File: src/hw/prot_defs.svh
/* mailbox word addresses and command codes,
   DMA trigger offset and step enable divide */
`ifndef PROT_DEFS_SVH
`define PROT_DEFS_SVH

// snooped shared RAM word addresses
`define PROT_ADDR_DATA 13'hd05
`define PROT_ADDR_CMD  13'hc7e
`define PROT_ADDR_V0   13'hc0c
`define PROT_ADDR_V1   13'he58
`define PROT_ADDR_V2   13'h064

// command codes seen in the command register
`define PROT_CMD_ID     16'h100b
`define PROT_CMD_LOW4   16'h6003
`define PROT_CMD_LOW5   16'h6004
`define PROT_CMD_BIT0   16'h6000
`define PROT_CMD_BYTE_A 16'h0000
`define PROT_CMD_BYTE_B 16'h6007
`define PROT_CMD_CALC   16'h8abc

// addr[7:1] of a protection write that starts DMA
`define PROT_TRIG_OFS 7'd1
// clocks per DMA step, object chip runs slower
`define PROT_CEN_DIV 4

`endif

File: src/hw/prot_pkg.sv
/* shared types: object RAM word views
   and protection command codes */
`include "prot_defs.svh"
`default_nettype none

package prot_pkg;

    // split view of an object attribute word
    typedef struct packed {
        logic [7:0] prio;   // logical priority, one-hot
        logic [7:0] attr;
    } obj_fields_t;

    // same 16 bits, raw or split
    typedef union packed {
        logic [15:0] raw;
        obj_fields_t fld;
    } obj_word_u;

    typedef enum logic [15:0] {
        CMD_ID     = `PROT_CMD_ID,
        CMD_LOW4   = `PROT_CMD_LOW4,
        CMD_LOW5   = `PROT_CMD_LOW5,
        CMD_BIT0   = `PROT_CMD_BIT0,
        CMD_BYTE_A = `PROT_CMD_BYTE_A,
        CMD_BYTE_B = `PROT_CMD_BYTE_B,
        CMD_CALC   = `PROT_CMD_CALC
    } prot_cmd_e;

endpackage

`default_nettype wire

File: src/hw/prot_mailbox.sv
/* protection mailbox: snooped command, data and position registers,
   position calculation and registered answer mux */
`timescale 1ns/10ps
`include "prot_defs.svh"
`default_nettype none

module prot_mailbox (
    input  wire         clk,
    input  wire         rst,
    input  wire         ram_we,
    input  wire  [13:1] addr,
    input  wire  [ 1:0] dsn,
    input  wire  [15:0] din,
    output logic [15:0] dout
);

    import prot_pkg::*;

    logic [15:0] cmd;
    logic [15:0] data;
    logic [15:0] v0;
    logic [15:0] v1;
    logic [15:0] v2;
    // calculation terms
    logic [15:0] x;
    logic [15:0] x_neg;
    logic [15:0] hi;
    logic [15:0] s;
    logic [15:0] carry;
    logic [15:0] calc_nxt;
    logic [15:0] calc;

    // byte-wise merge, dsn is active low
    function automatic logic [15:0] merge_bytes(input logic [15:0] old,
                                                input logic [15:0] wr,
                                                input logic [1:0]  strobe_n);
        logic [15:0] res;
        res = old;
        if (!strobe_n[0])
            res[7:0] = wr[7:0];
        if (!strobe_n[1])
            res[15:8] = wr[15:8];
        return res;
    endfunction

    // snoop CPU writes into shared work RAM
    always_ff @(posedge clk or posedge rst) begin
        if (rst) begin
            cmd  <= '0;
            data <= '0;
            v0   <= '0;
            v1   <= '0;
            v2   <= '0;
        end else if (ram_we) begin
            case (addr)
                `PROT_ADDR_DATA: data <= merge_bytes(data, din, dsn);
                `PROT_ADDR_CMD:  cmd  <= merge_bytes(cmd, din, dsn);
                `PROT_ADDR_V0:   v0   <= merge_bytes(v0, din, dsn);
                `PROT_ADDR_V1:   v1   <= merge_bytes(v1, din, dsn);
                `PROT_ADDR_V2:   v2   <= merge_bytes(v2, din, dsn);
                default: ;
            endcase
        end
    end

    // position calc, all shifts logical on 16 bits
    always_comb begin
        x        = (v0 + 16'd32) >> 3;
        x_neg    = -x;
        hi       = {5'd0, x_neg[4:0], 6'd0};
        s        = v1 + v2 - 16'd6;
        // round toward zero fix for negative sums
        carry    = {15'd0, s[15] & (|s[2:0])};
        calc_nxt = hi + (((s >> 3) + carry + 16'd12) & 16'h003f);
    end

    // calc stage then answer stage
    always_ff @(posedge clk) begin
        calc <= calc_nxt;
        case (prot_cmd_e'(cmd))
            CMD_ID:                 dout <= 16'h0064;
            CMD_LOW4:               dout <= {12'd0, data[3:0]};
            CMD_LOW5:               dout <= {11'd0, data[4:0]};
            CMD_BIT0:               dout <= {15'd0, data[0]};
            CMD_BYTE_A, CMD_BYTE_B: dout <= {8'd0, data[7:0]};
            CMD_CALC:               dout <= calc;
            default:                dout <= 16'hffff;
        endcase
    end

endmodule

`default_nettype wire

File: config.mk
export PLATFORM = sky130hd
export DESIGN_NAME = prot_mailbox
export DESIGN_NICKNAME = d
export VERILOG_FILES = /design/src/hw/prot_pkg.sv /design/src/hw/prot_mailbox.sv
export VERILOG_INCLUDE_DIRS = /design/src /design/src/hw
export SDC_FILE = /design/constraint.sdc
export NUM_CORES = 1
export LEC_CHECK = 0
export ABC_CLOCK_PERIOD_IN_PS = 3200
export BUFFER_PORTS_ARGS = -buffer_cell sky130_fd_sc_hd__buf_2
export CAP_MARGIN = 20
export CELL_PAD_IN_SITES_DETAIL_PLACEMENT = 2
export CELL_PAD_IN_SITES_GLOBAL_PLACEMENT = 2
export CORE_MARGIN = 1.5
export CORE_UTILIZATION = 25
export CTS_CLUSTER_SIZE = 14
export DETAILED_ROUTE_END_ITERATION = 6
export PLACE_DENSITY_LB_ADDON = 0.1
export SLEW_MARGIN = 25
export SYNTH_ARGS = -nofsm -noshare
export SYNTH_HDL_FRONTEND = slang
export SYNTH_SLANG_ARGS = --single-unit
File: constraint.sdc
create_clock -name clk -period 3.2 [get_ports clk]
set_input_delay 0.48 -clock clk [delete_from_list [all_inputs] [get_ports clk]]
set_output_delay 0.48 -clock clk [all_outputs]
set_load 0.1 [all_outputs]
==> impl_metrics.ini <==
[cts]
cts_tree = yes
cts_root_buffer = clkbuf_16
htreeDepth = 3
clk_path_buf_depth = 2
cts_buffers = 9
post_cts_buffers = 0
clk_latency_ps = 340
path_clk_slew_ps = 70
cts.sinks = 84

[global_route]
antenna_found_initial = 0
grt_pass1_vias = 3142
grt-ovfl-total = 0
grt_max_degree = 34
grt_use_total = 0.129
grt_pass1_wl_mm = 17.2

[worst_hold_path]
hold_class = reg2reg

[cells_and_area]
instances_no_fill = 654
antenna_cells = 0
layout.nets = 497
final_cell_area_sq_um = 5060
drive_gt1_frac = 0.341
area_delta_synth_final_pct = 20.1

[power]
vdd_ir_drop_max_v = 0.000307
clkPwrFrac = 0.467
p_leak_nw = 2.54
power_frac_comb = 0.052
total_power_w = 0.00222
intPower_w = 0.00168
power_frac_seq = 0.481
power_density_nw_per_um2 = 438
switching_power_w = 0.000536
p_sw_frac = 0.242

[synth]
synth_edf_count = 0
synthTopCellsByCount = 61 x dfrtp_1, 61 x mux2_2, 56 x inv_1
yosysTopAreaCell = dfrtp_1
postSynthAreaPerCell_sq_um = 11.4
synth-simple-area-share = 0.106
ys_ff_latch = 84
ys_seq_area_frac = 0.471
synth_top_family_by_area = multiplexers
synth-compound-area-share = 0.0686
synth.top_cell.area_share = 0.362
syn-cell-area_sq_um = 4220
synth_top_flop_cell = dfrtp_1
async_reset_ff_frac = 0.726
yosysWarnings = 0
synthDistinctLibCells = 47
syn_nets = 437
synth_cells = 369
synth_mux_area_frac = 0.163
yosys-top-cells-area = dfrtp_1 36%, mux2_2 16%, dfxtp_1 11%, ha_1 9.8%, inv_1 5.0%
synthXorXnorAreaFrac = 0.0291
synth_fa_ha_area_frac = 0.103

[floorplanning]
io_pins = 50
rows = 47
fp.dieW_um = 133
core-area_sq_um = 16500
die_height_um = 133
die_area_sq_um = 17600
start_util = 0.255

[sta]
setup_violations = 0
slew_viol_final = 0
skew_ps = 8.12
setup_tns_ps = 0
hold_viol = 0
slew_headroom = 0.607
rsz0062_at_grt = false
period_needed_ps = 2990
timing.final.crit_share = 0.934
worst_pin_slew_ps = 586
timing.fmax_mhz = 334

[drt]
dr.first_iter.drc_count = 62
ant_nets = 0
dr.pass1.iters = 4
avgRoutedWirePerCell_um = 16.2
drc = 0
routed_via_density = 4.49
drt_wl_total_mm = 10.6
num_vias = 2935

[worst_setup_path]
startpoint_type = flop
r2r_slack_ps = 210
worstPathArrival_ps = 3220
end_kind = flop
cp.required_ps = 3430
cp_max_fo = 3
crit_type = reg2reg

[placed_design]
gp_congestion = 0.689
portBuffers = 49
dp_cells = 637
post-dp-hpwl_mm = 8.47
placed_cell_area_sq_um = 4730

[job]
cap_violations = 0

[status]
run_status = finished clean
kinds of logic after synthesis:
family,after synthesis
fa+ha+maj,34
xor+xnor,14
mux,61
buf+inv,62
simple gates,73
compound gates,41
flops,84
path summary, 6_finish.rpt:
kind | from | end | cells after the start
max in group asynchronous | rst | v1[12] | 4
setup / recovery | v2[8] | calc[5] | 14
hold / removal | v0[3] | calc[6] | 0
min in group asynchronous | rst | v1[14] | 3
hold reg to reg | v0[3] | calc[6] | 0
setup reg to reg | v2[8] | calc[5] | 14
power groups by stage:
stage | logic, W | registers, W | clock network [W]
final | 0.000115 | 0.00107 | 0.00104
after global routing | 0.000127 | 0.00107 | 0.00113
after CTS | 0.000119 | 0.00107 | 0.00109
after detailed placement | 0.000118 | 0.00109 | 0
after global placement | 0.000117 | 0.00109 | 0
after floorplan | 0.0000397 | 0.00111 | 0
layer usage:
| metal | vias up | routed length [um] | global-route usage |
|---|---|---|---|
| li1 | 1399 | - | - |
| met1 | 1490 | 4900 | 0.163 |
| met2 | 38 | 5340 | 0.218 |
| met3 | 8 | 256 | 0.0345 |
| met4 | 0 | 92 | 0.0366 |
| met5 | - | 0 | 0 |
cells in the final DEF, fill, tap and decap left out, types with 10 or more instances in the layout:
master	instances
mux2_2	61
dfrtp_1	61
inv_1	55
buf_2	49
ha_1	31
dfxtp_1	23
nand2_1	13
clkbuf_16	10
flip-flops by register name (all words and copies together) (netlist names):
signal,count
calc,11
cmd,16
data,8
dout,12
v0,5
v1,16
v2,16
through the flow:
stage	setup slack, ps	utilization	hold slack (ps)
3_3_place_gp	90.6	0.287	351
5_1_grt	5.12	0.306	392
3_5_place_dp	32.3	0.287	353
6_report	210	0.306	389
4_1_cts	6.24	0.305	387
2_1_floorplan	252	-	362
layout make-up:
class | instances | area (sq um)
Timing Repair Buffer | 55 | 293
Inverter | 56 | 210
Multi-Input combinational cell | 223 | 2000
Fill cell | 1789 | 11500
Sequential cell | 84 | 1990
Clock inverter | 6 | 48.8
Clock buffer | 10 | 250
Tap cell | 220 | 275
timing repair:
action / CTS / global route
setup endpoints to repair: 0 / 4
resized for setup: 0 / 10
endpoints found under the hold margin: 3 / 0
hold buffers: 1 / 0
worst max-delay path, cell delays in order (launching register included):
cell,delay [ps]
dfrtp_1,350
inv_1,50
ha_1,260
inv_1,40
ha_1,330
a21o_1,190
a21o_1,170
a21oi_1,170
o21ai_2,90
or4_1,530
o21ai_2,80
ha_2,190
a21oi_1,90
a21o_1,210
xnor2_1,120
Note: power is estimated with default switching activity, not from simulation.
