`src/hw/prot_defs.svh`:
```
/* mailbox word addresses and command codes,
   DMA trigger offset and step enable divide */
`ifndef PROT_DEFS_SVH
`define PROT_DEFS_SVH

// snooped shared RAM word addresses
`define PROT_ADDR_DATA 13'hd05
`define PROT_ADDR_CMD  13'hc7e
`define PROT_ADDR_V0   13'hc0c
`define PROT_ADDR_V1   13'he58
`define PROT_ADDR_V2   13'h064

// command codes seen in the command register
`define PROT_CMD_ID     16'h100b
`define PROT_CMD_LOW4   16'h6003
`define PROT_CMD_LOW5   16'h6004
`define PROT_CMD_BIT0   16'h6000
`define PROT_CMD_BYTE_A 16'h0000
`define PROT_CMD_BYTE_B 16'h6007
`define PROT_CMD_CALC   16'h8abc

// addr[7:1] of a protection write that starts DMA
`define PROT_TRIG_OFS 7'd1
// clocks per DMA step, object chip runs slower
`define PROT_CEN_DIV 4

`endif

```
`src/hw/prot_pkg.sv`:
```
/* shared types: object RAM word views
   and protection command codes */
`include "prot_defs.svh"
`default_nettype none

package prot_pkg;

    // split view of an object attribute word
    typedef struct packed {
        logic [7:0] prio;   // logical priority, one-hot
        logic [7:0] attr;
    } obj_fields_t;

    // same 16 bits, raw or split
    typedef union packed {
        logic [15:0] raw;
        obj_fields_t fld;
    } obj_word_u;

    typedef enum logic [15:0] {
        CMD_ID     = `PROT_CMD_ID,
        CMD_LOW4   = `PROT_CMD_LOW4,
        CMD_LOW5   = `PROT_CMD_LOW5,
        CMD_BIT0   = `PROT_CMD_BIT0,
        CMD_BYTE_A = `PROT_CMD_BYTE_A,
        CMD_BYTE_B = `PROT_CMD_BYTE_B,
        CMD_CALC   = `PROT_CMD_CALC
    } prot_cmd_e;

endpackage

`default_nettype wire

```
`src/hw/prio_dma.sv`:
```
/* object priority DMA: bus request handshake, four-step sweep
   and object RAM port mux with pin scramble */
`timescale 1ns/10ps
`include "prot_defs.svh"
`default_nettype none

module prio_dma (
    input  wire                 clk,
    input  wire                 rst,
    input  wire                 cen_dma,
    input  wire                 prot_cs,
    input  wire                 cpu_we,
    input  wire                 obj_cs,
    input  wire          [13:1] addr,
    input  wire          [ 1:0] dsn,
    input  wire          [15:0] din,
    output logic                bus_req,
    input  wire                 bus_grant,
    output logic                bus_ack,
    output logic                oram_cs,
    output logic         [13:1] oram_addr,
    output logic         [15:0] oram_wdata,
    output logic         [ 1:0] oram_we,
    input  wire prot_pkg::obj_word_u oram_rdata
);

    logic        trig;
    logic [13:1] dma_addr;
    logic [ 7:0] hw_prio;    // next hardware priority to write
    logic [ 7:0] level;      // current one-hot logical priority
    logic [ 6:0] entry;
    logic [ 1:0] st;
    logic        owr;

    // address order at the object chip pins
    function automatic logic [13:1] scramble(input logic [13:1] a);
        return {a[6:5], a[1], a[13:7], a[4:2]};
    endfunction

    assign trig = prot_cs && cpu_we && (addr[7:1] == `PROT_TRIG_OFS);

    // DMA owns the port while bus_ack is high
    assign oram_cs    = bus_ack ? 1'b1 : obj_cs;
    assign oram_addr  = bus_ack ? dma_addr : scramble(addr);
    assign oram_wdata = bus_ack ? {2{hw_prio}} : din;
    // low byte only during the sweep
    assign oram_we    = bus_ack ? {1'b0, owr} : (~dsn & {2{cpu_we & obj_cs}});

    always_ff @(posedge clk or posedge rst) begin
        if (rst) begin
            bus_req  <= 1'b0;
            bus_ack  <= 1'b0;
            dma_addr <= '0;
            hw_prio  <= '0;
            level    <= '0;
            entry    <= '0;
            st       <= '0;
            owr      <= 1'b0;
        end else begin
            // trigger restarts the sweep state
            if (trig) begin
                bus_req <= 1'b1;
                level   <= 8'd1;
                hw_prio <= 8'd1;
                entry   <= '0;
                st      <= '0;
            end
            // grant seen, take the bus
            if (bus_grant && bus_req) begin
                bus_req <= 1'b0;
                bus_ack <= 1'b1;
            end
            if (bus_ack && cen_dma) begin
                st <= st + 2'd1;
                case (st)
                    2'd0: begin
                        // fetch attribute word
                        dma_addr <= scramble({entry, 6'd3});
                        owr      <= 1'b0;
                    end
                    2'd2: begin
                        if (oram_rdata.fld.prio == level) begin
                            dma_addr <= {3'd0, entry, 3'd0};
                            owr      <= 1'b1;
                        end
                    end
                    2'd3: begin
                        owr   <= 1'b0;
                        entry <= entry + 7'd1;
                        if (owr)
                            hw_prio <= hw_prio + 8'd1;
                        // last entry of this level
                        if (&entry) begin
                            level <= level << 1;
                            if (level[7])
                                bus_ack <= 1'b0;
                        end
                    end
                    // step 1 waits for read data
                    default: ;
                endcase
            end
        end
    end

endmodule

`default_nettype wire

```
`config.mk`:
```
export PLATFORM = sky130hd
export DESIGN_NAME = prio_dma
export DESIGN_NICKNAME = d
export VERILOG_FILES = /design/src/hw/prot_pkg.sv /design/src/hw/prio_dma.sv
export VERILOG_INCLUDE_DIRS = /design/src /design/src/hw
export SDC_FILE = /design/constraint.sdc
export NUM_CORES = 1
export LEC_CHECK = 0
export BUFFER_PORTS_ARGS = -buffer_cell sky130_fd_sc_hd__buf_2
export CAP_MARGIN = 10
export CORE_MARGIN = 1
export CORE_UTILIZATION = 44
export CTS_CLUSTER_SIZE = 12
export DETAILED_ROUTE_END_ITERATION = 10
export GPL_TIMING_DRIVEN = 0
export PLACE_DENSITY_LB_ADDON = 0.05
export SLEW_MARGIN = 0
export SYNTH_ARGS = -nofsm -noshare
export SYNTH_HDL_FRONTEND = slang
export SYNTH_SLANG_ARGS = --single-unit
```
`constraint.sdc`:
```
create_clock -name clk -period 1.85 [get_ports clk]
set_clock_uncertainty 0.15 [all_clocks]
set_input_delay 0.0925 -clock clk [delete_from_list [all_inputs] [get_ports clk]]
set_output_delay 0.0925 -clock clk [all_outputs]
set_load 0.02 [all_outputs]
```
==> results_tabular.tex, run 1 <==
\begin{tabular}{lr}
\hline
Metric & Value \\
\hline
\multicolumn{2}{l}{\textbf{GRT}} \\
\quad Number of antenna violations at the first check in global routing & 0 \\
\quad Total routing resource utilization after global routing & 0.222 \\
\quad Maximum number of pins on one net before global-route repair & 37 \\
\quad First-pass GRT wire length & 9310 um \\
\quad Via count of the first global-routing pass & 2,014 \\
\quad Overall overflow remaining after global route & 0 \\
\multicolumn{2}{l}{\textbf{Floorplanning}} \\
\quad Row Count & 25 \\
\quad Std-Cell Core Area & 4850 um2 \\
\quad Die Footprint & 5460 um2 \\
\quad Die span in y & 73.9 um \\
\quad Die X & 73.9 um \\
\quad Top-level I/O count & 88 \\
\quad Effective utilization at floorplan & 0.469 \\
\multicolumn{2}{l}{\textbf{Final layout}} \\
\quad Antenna cells & 0 \\
\quad Layout filler cell count & 429 \\
\quad Share of final-layout standard cells stronger than drive strength 1 & 0.332 \\
\quad Final standard cell count with taps included and fillers excluded & 440 \\
\quad Register Area & 905 um2 \\
\quad Area added between synthesis and finish & 31.2\% \\
\quad Final net count & 431 \\
\quad Area of the multi-input gates & 1230 um2 \\
\multicolumn{2}{l}{\textbf{Detailed routing}} \\
\quad Initial detailed-routing violation count & 144 \\
\quad Vias & 2,324 \\
\quad Post-detailed-route count of antenna-violating nets & 0 \\
\quad Length of the first detailed-routing pass in iterations & 4 \\
\quad Wire length per cell & 13.1 um \\
\quad DRC violation count after routing & 0 \\
\quad Post-detailed-route via-to-cell ratio & 5.28 \\
\quad Final wirelength & 5750 um \\
\multicolumn{2}{l}{\textbf{Placed design}} \\
\quad Count of port buffers added during placement & 79 \\
\quad Dpl cells & 420 \\
\quad Gp weighted congestion & 0.816 \\
\quad Detailed Place HPWL & 4180 um \\
\multicolumn{2}{l}{\textbf{Critical path}} \\
\quad Reg-to-reg slack, setup & 0.09 ns \\
\quad Reg-to-reg critical path endpoint & hw\_prio[5]\$\_DFF\_PP0\_ \\
\quad Kind of launch point of the worst setup path & flip-flop \\
\quad Highest net fanout along the worst path & 10 \\
\quad Endpoint required time on the critical path & 1.61 ns \\
\quad Crit path launch & bus\_ack\$\_DFF\_PP0\_ \\
\quad Arrival time at the worst endpoint & 1.54 ns \\
\quad Endpoint type of the worst setup path & output pin \\
\quad Type of the worst setup path & reg2out \\
\quad Startpoint of the lowest-slack register-to-register path & st[1]\$\_DFFE\_PP0P\_ \\
\quad Cells on worst reg2reg path & 6 \\
\multicolumn{2}{l}{\textbf{Synthesis}} \\
\quad Commonest cells post-synth & sky130\_fd\_sc\_hd\_\_nand2\_1, sky130\_fd\_sc\_hd\_\_o21ai\_0, sky130\_fd\_sc\_hd\_\_dfrtp\_1, sky130\_fd\_sc\_hd\_\_inv\_1 \\
\quad Number of enable-type register cells in the synthesized netlist & 0 \\
\quad Synth Area per Inst & 8.30 um2 \\
\quad Share of the yosys chip area belonging to registers & 0.396 \\
\quad Syn Inst Count & 274 \\
\quad Dominant cell by count in the synthesized netlist & sky130\_fd\_sc\_hd\_\_nand2\_1 \\
\quad Dominant cells by area after synthesis & sky130\_fd\_sc\_hd\_\_dfrtp\_1, sky130\_fd\_sc\_hd\_\_o21ai\_0, sky130\_fd\_sc\_hd\_\_nand2\_1, sky130\_fd\_sc\_hd\_\_nand4\_1, sky130\_fd\_sc\_hd\_\_inv\_1 \\
\quad Count of warnings emitted by yosys & 0 \\
\quad Count of distinct cell types in the synthesized netlist & 32 \\
\quad Net count after synthesis & 333 \\
\quad Syn Std Cell Area & 2270 um2 \\
\quad Async set or reset register ratio after synthesis & 1.00 \\
\quad Primary flip-flop cell chosen by synthesis mapping & sky130\_fd\_sc\_hd\_\_dfrtp\_1 \\
\quad Total of flip-flops plus latches after synthesis & 36 \\
\quad Area fraction of the dominant cell type after synthesis & 0.396 \\
\quad Largest area contributor in the netlist & sky130\_fd\_sc\_hd\_\_dfrtp\_1 \\
\multicolumn{2}{l}{\textbf{Flow run}} \\
\quad Max Cap Viol & 0 \\
\multicolumn{2}{l}{\textbf{Power and ir drop}} \\
\quad Worst VDD drop & 433 uV \\
\quad Overall power & 2010 uW \\
\quad Total power divided by cell area & 672 nW/um2 \\
\quad Leakage power & 0.00145 uW \\
\multicolumn{2}{l}{\textbf{Clock tree}} \\
\quad Clock H-tree levels & 2 \\
\quad Worst-path clk slew & 0.07 ns \\
\quad Insertion delay to the later sink of the worst-skew pair & 0.29 ns \\
\quad CTS max path bufs & 2 \\
\quad TritonCTS clock tree & yes \\
\quad Sinks on Clock Net & 36 \\
\quad Clock root buffer master & sky130\_fd\_sc\_hd\_\_clkbuf\_8 \\
\quad TritonCTS buffer count & 5 \\
\multicolumn{2}{l}{\textbf{Timing}} \\
\quad Endpoints failing hold & 0 \\
\quad Worst slew margin & 0.492 \\
\quad Slew of the pin with the lowest slew margin & 0.761 ns \\
\quad Setup violations, final & 0 \\
\quad Minimum clock period & 1.78 ns \\
\quad Maximum achievable frequency & 561 MHz \\
\quad Portion of the clock cycle consumed by the worst path in the final layout & 0.964 \\
\quad Max-slew violations & 0 \\
\multicolumn{2}{l}{\textbf{Hold path}} \\
\quad Hold Path Sink & entry[0]\$\_DFF\_PP0\_ \\
\quad Start point of the worst min-delay path & cen\_dma \\
\quad Hold depth & 3 \\
\quad Worst hold path type & in2reg \\
\multicolumn{2}{l}{\textbf{Outcome}} \\
\quad Run status & completed \\
\hline
\end{tabular}
[sequential cells by signal, indices dropped and copies added, names as in the netlist]
signal,flops
dma_addr,8
bus_req,1
level,8
hw_prio,8
bus_ack,1
st,2
entry,7
owr,1
[worst max-delay path, cell delays in order, from the launching register on]
cell and delay [ns]:
sky130_fd_sc_hd__dfrtp_2 0.42, sky130_fd_sc_hd__buf_6 0.16, sky130_fd_sc_hd__buf_4 0.17, sky130_fd_sc_hd__mux2_2 0.34
sky130_fd_sc_hd__buf_2 0.16
[power by group]
group	leakage, uW	total [uW]	switching (uW)	internal [uW]
clock network	0.0000510	582	285	297
registers	0.000488	879	50.0	829
logic	0.000915	545	319	226
total	0.00145	2010	654	1350
[cell type report]
type,count,area share
Multi-Input combinational cell,200,0.414
Sequential cell,36,0.303
Timing Repair Buffer,91,0.164
Buffer,15,0.0310
Inverter,23,0.0289
Tap cell,67,0.0281
Clock buffer,6,0.0277
Clock inverter,2,0.00335
[layer usage]
layer,GRT usage,routed length [um],vias up
li1,-,-,1177
met1,0.296,2800,1070
met2,0.367,2630,71
met3,0.0439,276,6
met4,0.0598,47,0
met5,0,0,-
[cells in the final DEF, fill, tap and decap left out, types with 6 or more instances in the layout]
cell / n
sky130_fd_sc_hd__a21oi_1: 11
sky130_fd_sc_hd__a31oi_1: 6
sky130_fd_sc_hd__buf_2: 81
sky130_fd_sc_hd__buf_4: 13
sky130_fd_sc_hd__clkbuf_1: 7
sky130_fd_sc_hd__clkbuf_8: 6
sky130_fd_sc_hd__dfrtp_1: 33
sky130_fd_sc_hd__inv_1: 21
sky130_fd_sc_hd__mux2_2: 7
sky130_fd_sc_hd__nand2_1: 42
sky130_fd_sc_hd__nand3_1: 14
sky130_fd_sc_hd__nand4_1: 14
sky130_fd_sc_hd__nor2_1: 7
sky130_fd_sc_hd__nor3b_1: 6
sky130_fd_sc_hd__o211ai_1: 11
sky130_fd_sc_hd__o21ai_0: 37
sky130_fd_sc_hd__xnor2_1: 8
[how the worst max path moves through the flow]
| stage | end | slack, ns | cells past startpoint |
|---|---|---|---|
| after floorplan | dma_addr[10]$_DFFE_PP0P_ | 0.003 | 8 |
| after global placement | dma_addr[10]$_DFFE_PP0P_ | -0.18 | 8 |
| after detailed placement | dma_addr[10]$_DFFE_PP0P_ | -0.23 | 8 |
| after CTS | hw_prio[7]$_DFF_PP0_ | 0.005 | 6 |
| after global routing | oram_addr[7] | -0.002 | 4 |
| final | oram_addr[7] | 0.07 | 4 |
[cell families (layout without fill, tap and decap cells)]
logic type               count (synthesis)  count (layout)  share of synthesized area
multiplexers                            12              12                     0.0567
XOR/XNOR                                 8               8                     0.0308
AND/OR/NAND/NOR                        102             102                      0.233
AO/OA/AOI/OAI                           73              73                      0.188
adder cells (fa/ha/maj)                  5               5                     0.0275
flip-flops                              36              36                      0.396
buffers and inverters                   38             137                     0.0688
[stage by stage]
stage | utilization | hold slack [ns] | instance area [um2] | TNS [ns] | setup WS [ns]
after floorplan | - | 0.0357 | 2280 | 0 | 0.00260
after global placement | 0.569 | 0.143 | 2760 | -1.09 | -0.177
after detailed placement | 0.569 | 0.132 | 2760 | -1.49 | -0.230
after CTS | 0.598 | 0.0955 | 2900 | 0 | 0.00492
after global routing | 0.616 | 0.122 | 2990 | -0.00269 | -0.00165
final | 0.616 | 0.0974 | 2990 | 0 | 0.0666
[what timing repair did]
| action | CTS | global route |
|---|---|---|
| pin swaps | 3 | 7 |
| gates resized for setup | 7 | 8 |
| setup endpoints to repair | 45 | 23 |
| hold buffers | 2 | 0 |
| setup buffers | 2 | 8 |
| hold endpoints to repair | 38 | 0 |
Power figures use the tool's default switching activity.
==> run 2: changes to the inputs <==
--- a/config.mk
+++ b/config.mk
@@ -12,7 +12,6 @@
 export CORE_UTILIZATION = 44
 export CTS_CLUSTER_SIZE = 12
 export DETAILED_ROUTE_END_ITERATION = 10
-export GPL_TIMING_DRIVEN = 0
 export PLACE_DENSITY_LB_ADDON = 0.05
 export SLEW_MARGIN = 0
 export SYNTH_ARGS = -nofsm -noshare
==> run 2 against run 1 <==
Against the previous run:
- register-to-register slack about the same
- critical path depth increased by 1
- combinational power decreased by 4.8%
==> results_tabular.tex, run 2 (synthesis results as in run 1) <==
\begin{tabular}{lr}
\hline
Metric & Value \\
\hline
\multicolumn{2}{l}{\textbf{Outcome}} \\
\quad Run status & completed \\
\multicolumn{2}{l}{\textbf{GRT}} \\
\quad Total routing resource utilization after global routing & 0.213 \\
\quad Maximum number of pins on one net before global-route repair & 41 \\
\quad First-pass GRT wire length & 8890 um \\
\quad Overall overflow remaining after global route & 0 \\
\quad Number of antenna violations at the first check in global routing & 0 \\
\quad Via count of the first global-routing pass & 1,939 \\
\multicolumn{2}{l}{\textbf{Detailed routing}} \\
\quad Post-detailed-route count of antenna-violating nets & 0 \\
\quad Post-detailed-route via-to-cell ratio & 5.22 \\
\quad Final wirelength & 5440 um \\
\quad Initial detailed-routing violation count & 124 \\
\quad DRC violation count after routing & 0 \\
\quad Wire length per cell & 12.6 um \\
\quad Vias & 2,244 \\
\quad Length of the first detailed-routing pass in iterations & 4 \\
\multicolumn{2}{l}{\textbf{Power and ir drop}} \\
\quad Total power divided by cell area & 667 nW/um2 \\
\quad Worst VDD drop & 459 uV \\
\quad Leakage power & 0.00144 uW \\
\multicolumn{2}{l}{\textbf{Critical path}} \\
\quad Highest net fanout along the worst path & 6 \\
\quad Type of the worst setup path & reg2reg \\
\quad Endpoint required time on the critical path & 1.87 ns \\
\quad Slowest library cell on the worst path & sky130\_fd\_sc\_hd\_\_dfrtp\_1 \\
\quad Endpoint type of the worst setup path & flip-flop \\
\quad Delay of the slowest cell on the worst path & 0.43 ns \\
\quad Kind of launch point of the worst setup path & flip-flop \\
\quad CP cell instances & ha\_4, and4\_2, nand4\_1, o221ai\_1, o31ai\_1 \\
\quad Cells on worst reg2reg path & 5 \\
\quad Startpoint of the lowest-slack register-to-register path & st[1]\$\_DFFE\_PP0P\_ \\
\quad Arrival time at the worst endpoint & 1.79 ns \\
\quad Reg-to-reg slack, setup & 0.08 ns \\
\quad Reg-to-reg critical path endpoint & hw\_prio[5]\$\_DFF\_PP0\_ \\
\multicolumn{2}{l}{\textbf{Timing}} \\
\quad Smallest hold slack & 0.131 ns \\
\quad Endpoints failing hold & 0 \\
\quad Unrepaired setup endpoints after global routing & true \\
\quad Setup violations, final & 0 \\
\quad Minimum clock period & 1.77 ns \\
\quad Portion of the clock cycle consumed by the worst path in the final layout & 0.955 \\
\quad Slew of the pin with the lowest slew margin & 0.455 ns \\
\quad Worst slew margin & 0.696 \\
\quad Maximum achievable frequency & 566 MHz \\
\quad Max-slew violations & 0 \\
\multicolumn{2}{l}{\textbf{Hold path}} \\
\quad Worst hold path type & in2reg \\
\quad Hold Path Sink & st[1]\$\_DFFE\_PP0P\_ \\
\quad Hold depth & 4 \\
\quad Start point of the worst min-delay path & cen\_dma \\
\multicolumn{2}{l}{\textbf{Floorplanning}} \\
\quad Die span in y & 73.9 um \\
\quad Die X & 73.9 um \\
\quad Effective utilization at floorplan & 0.469 \\
\quad Std-Cell Core Area & 4850 um2 \\
\quad Row Count & 25 \\
\quad Top-level I/O count & 88 \\
\quad Die Footprint & 5460 um2 \\
\multicolumn{2}{l}{\textbf{Flow run}} \\
\quad Max Cap Viol & 0 \\
\multicolumn{2}{l}{\textbf{Placed design}} \\
\quad Detailed Place HPWL & 4060 um \\
\quad Count of port buffers added during placement & 79 \\
\quad Gp weighted congestion & 0.859 \\
\quad Area after DPL & 2810 um2 \\
\multicolumn{2}{l}{\textbf{Final layout}} \\
\quad Layout filler cell count & 465 \\
\quad Final standard cell area without fillers & 2960 um2 \\
\quad Commonest cells after routing, fill and taps aside & sky130\_fd\_sc\_hd\_\_buf\_2, sky130\_fd\_sc\_hd\_\_nand2\_1, sky130\_fd\_sc\_hd\_\_o21ai\_0, sky130\_fd\_sc\_hd\_\_dfrtp\_1, sky130\_fd\_sc\_hd\_\_inv\_1 \\
\quad Final net count & 421 \\
\quad Largest registers & dma\_addr: 8 flops, hw\_prio: 8 flops, level: 8 flops \\
\quad Share of final-layout standard cells stronger than drive strength 1 & 0.325 \\
\quad Antenna cells & 0 \\
\quad Most common library cell in the layout ignoring fill and taps & sky130\_fd\_sc\_hd\_\_buf\_2 \\
\quad Area added between synthesis and finish & 30.0\% \\
\multicolumn{2}{l}{\textbf{Clock tree}} \\
\quad Clock H-tree levels & 2 \\
\quad CTS max path bufs & 2 \\
\quad Worst-path clk slew & 0.07 ns \\
\quad TritonCTS clock tree & yes \\
\quad Clock root buffer master & sky130\_fd\_sc\_hd\_\_clkbuf\_8 \\
\quad Sinks on Clock Net & 36 \\
\quad TritonCTS buffer count & 5 \\
\quad Insertion delay to the later sink of the worst-skew pair & 0.29 ns \\
\hline
\end{tabular}
[run 2: changes by cell type in the layout (fill, tap and decap cells not counted), moves of 2 or more]
| cell | delta |
|---|---|
| sky130_fd_sc_hd__dfrtp_2 | -2 |
| sky130_fd_sc_hd__buf_2 | -2 |
| sky130_fd_sc_hd__clkbuf_1 | -7 |
| sky130_fd_sc_hd__inv_1 | +2 |
| sky130_fd_sc_hd__buf_6 | -3 |
| sky130_fd_sc_hd__buf_12 | +2 |
| sky130_fd_sc_hd__dfrtp_1 | +2 |
| sky130_fd_sc_hd__inv_2 | -2 |
[run 2: stage by stage]
step                      cells  setup WS, ns  setup TNS, ns  utilization  power (uW)
after floorplan             274       0.00260              0            -        1210
after global placement      420        0.0882              0        0.579        1370
after detailed placement    420        0.0515              0        0.579        1380
after CTS                   430        0.0355              0        0.604        1970
after global routing        430       -0.0137        -0.0137        0.610        2090
final                       430        0.0836              0        0.610        1970
[run 2: layout make-up]
cell class | count | area [um2] | area share
tap | 67 | 83.8 | 0.0283
clock buffer | 6 | 82.6 | 0.0279
inverter | 23 | 86.3 | 0.0292
multi-input combinational | 200 | 1240 | 0.419
timing repair buffer | 96 | 553 | 0.187
clock inverter | 2 | 10.0 | 0.00338
sequential | 36 | 902 | 0.305
[run 2: worst max path at each step]
| stage | to | slack [ns] | from |
|---|---|---|---|
| after global routing | dma_addr[6]$_DFFE_PP0P_ | -0.01 | st[0]$_DFFE_PP0P_ |
| after CTS | oram_addr[7] | 0.04 | bus_ack$_DFF_PP0_ |
| after detailed placement | hw_prio[7]$_DFF_PP0_ | 0.05 | st[1]$_DFFE_PP0P_ |
| final | hw_prio[5]$_DFF_PP0_ | 0.08 | st[1]$_DFFE_PP0P_ |
| after floorplan | dma_addr[10]$_DFFE_PP0P_ | 0.003 | st[0]$_DFFE_PP0P_ |
| after global placement | hw_prio[7]$_DFF_PP0_ | 0.09 | st[1]$_DFFE_PP0P_ |
[run 2: repair_timing]
item | 4_1_cts | 5_1_grt
endpoints found under the setup margin | 4 | 8
buffers inserted | 0 | 0
hold endpoints to repair | 38 | 0
pin swaps | 0 | 3
hold buffers | 2 | 0
resized for setup | 2 | 7
[run 2: routing by layer]
layer  global-route usage  wire, um
met2                0.338      2430
met1                0.296      2600
met5                    0         0
met3               0.0316       325
met4               0.0769        81
[run 2: critical path: cells and delay by family (launching register included)]
kind | cells | cell delay, ns
AO/OA/AOI/OAI | 2 | 0.36
adder cells (fa/ha/maj) | 1 | 0.19
flip-flops | 1 | 0.43
AND/OR/NAND/NOR | 2 | 0.52
[run 2: power by group]
group / switching, uW / internal (uW)
clock network: 287 / 297
logic: 306 / 212
registers: 45.3 / 825
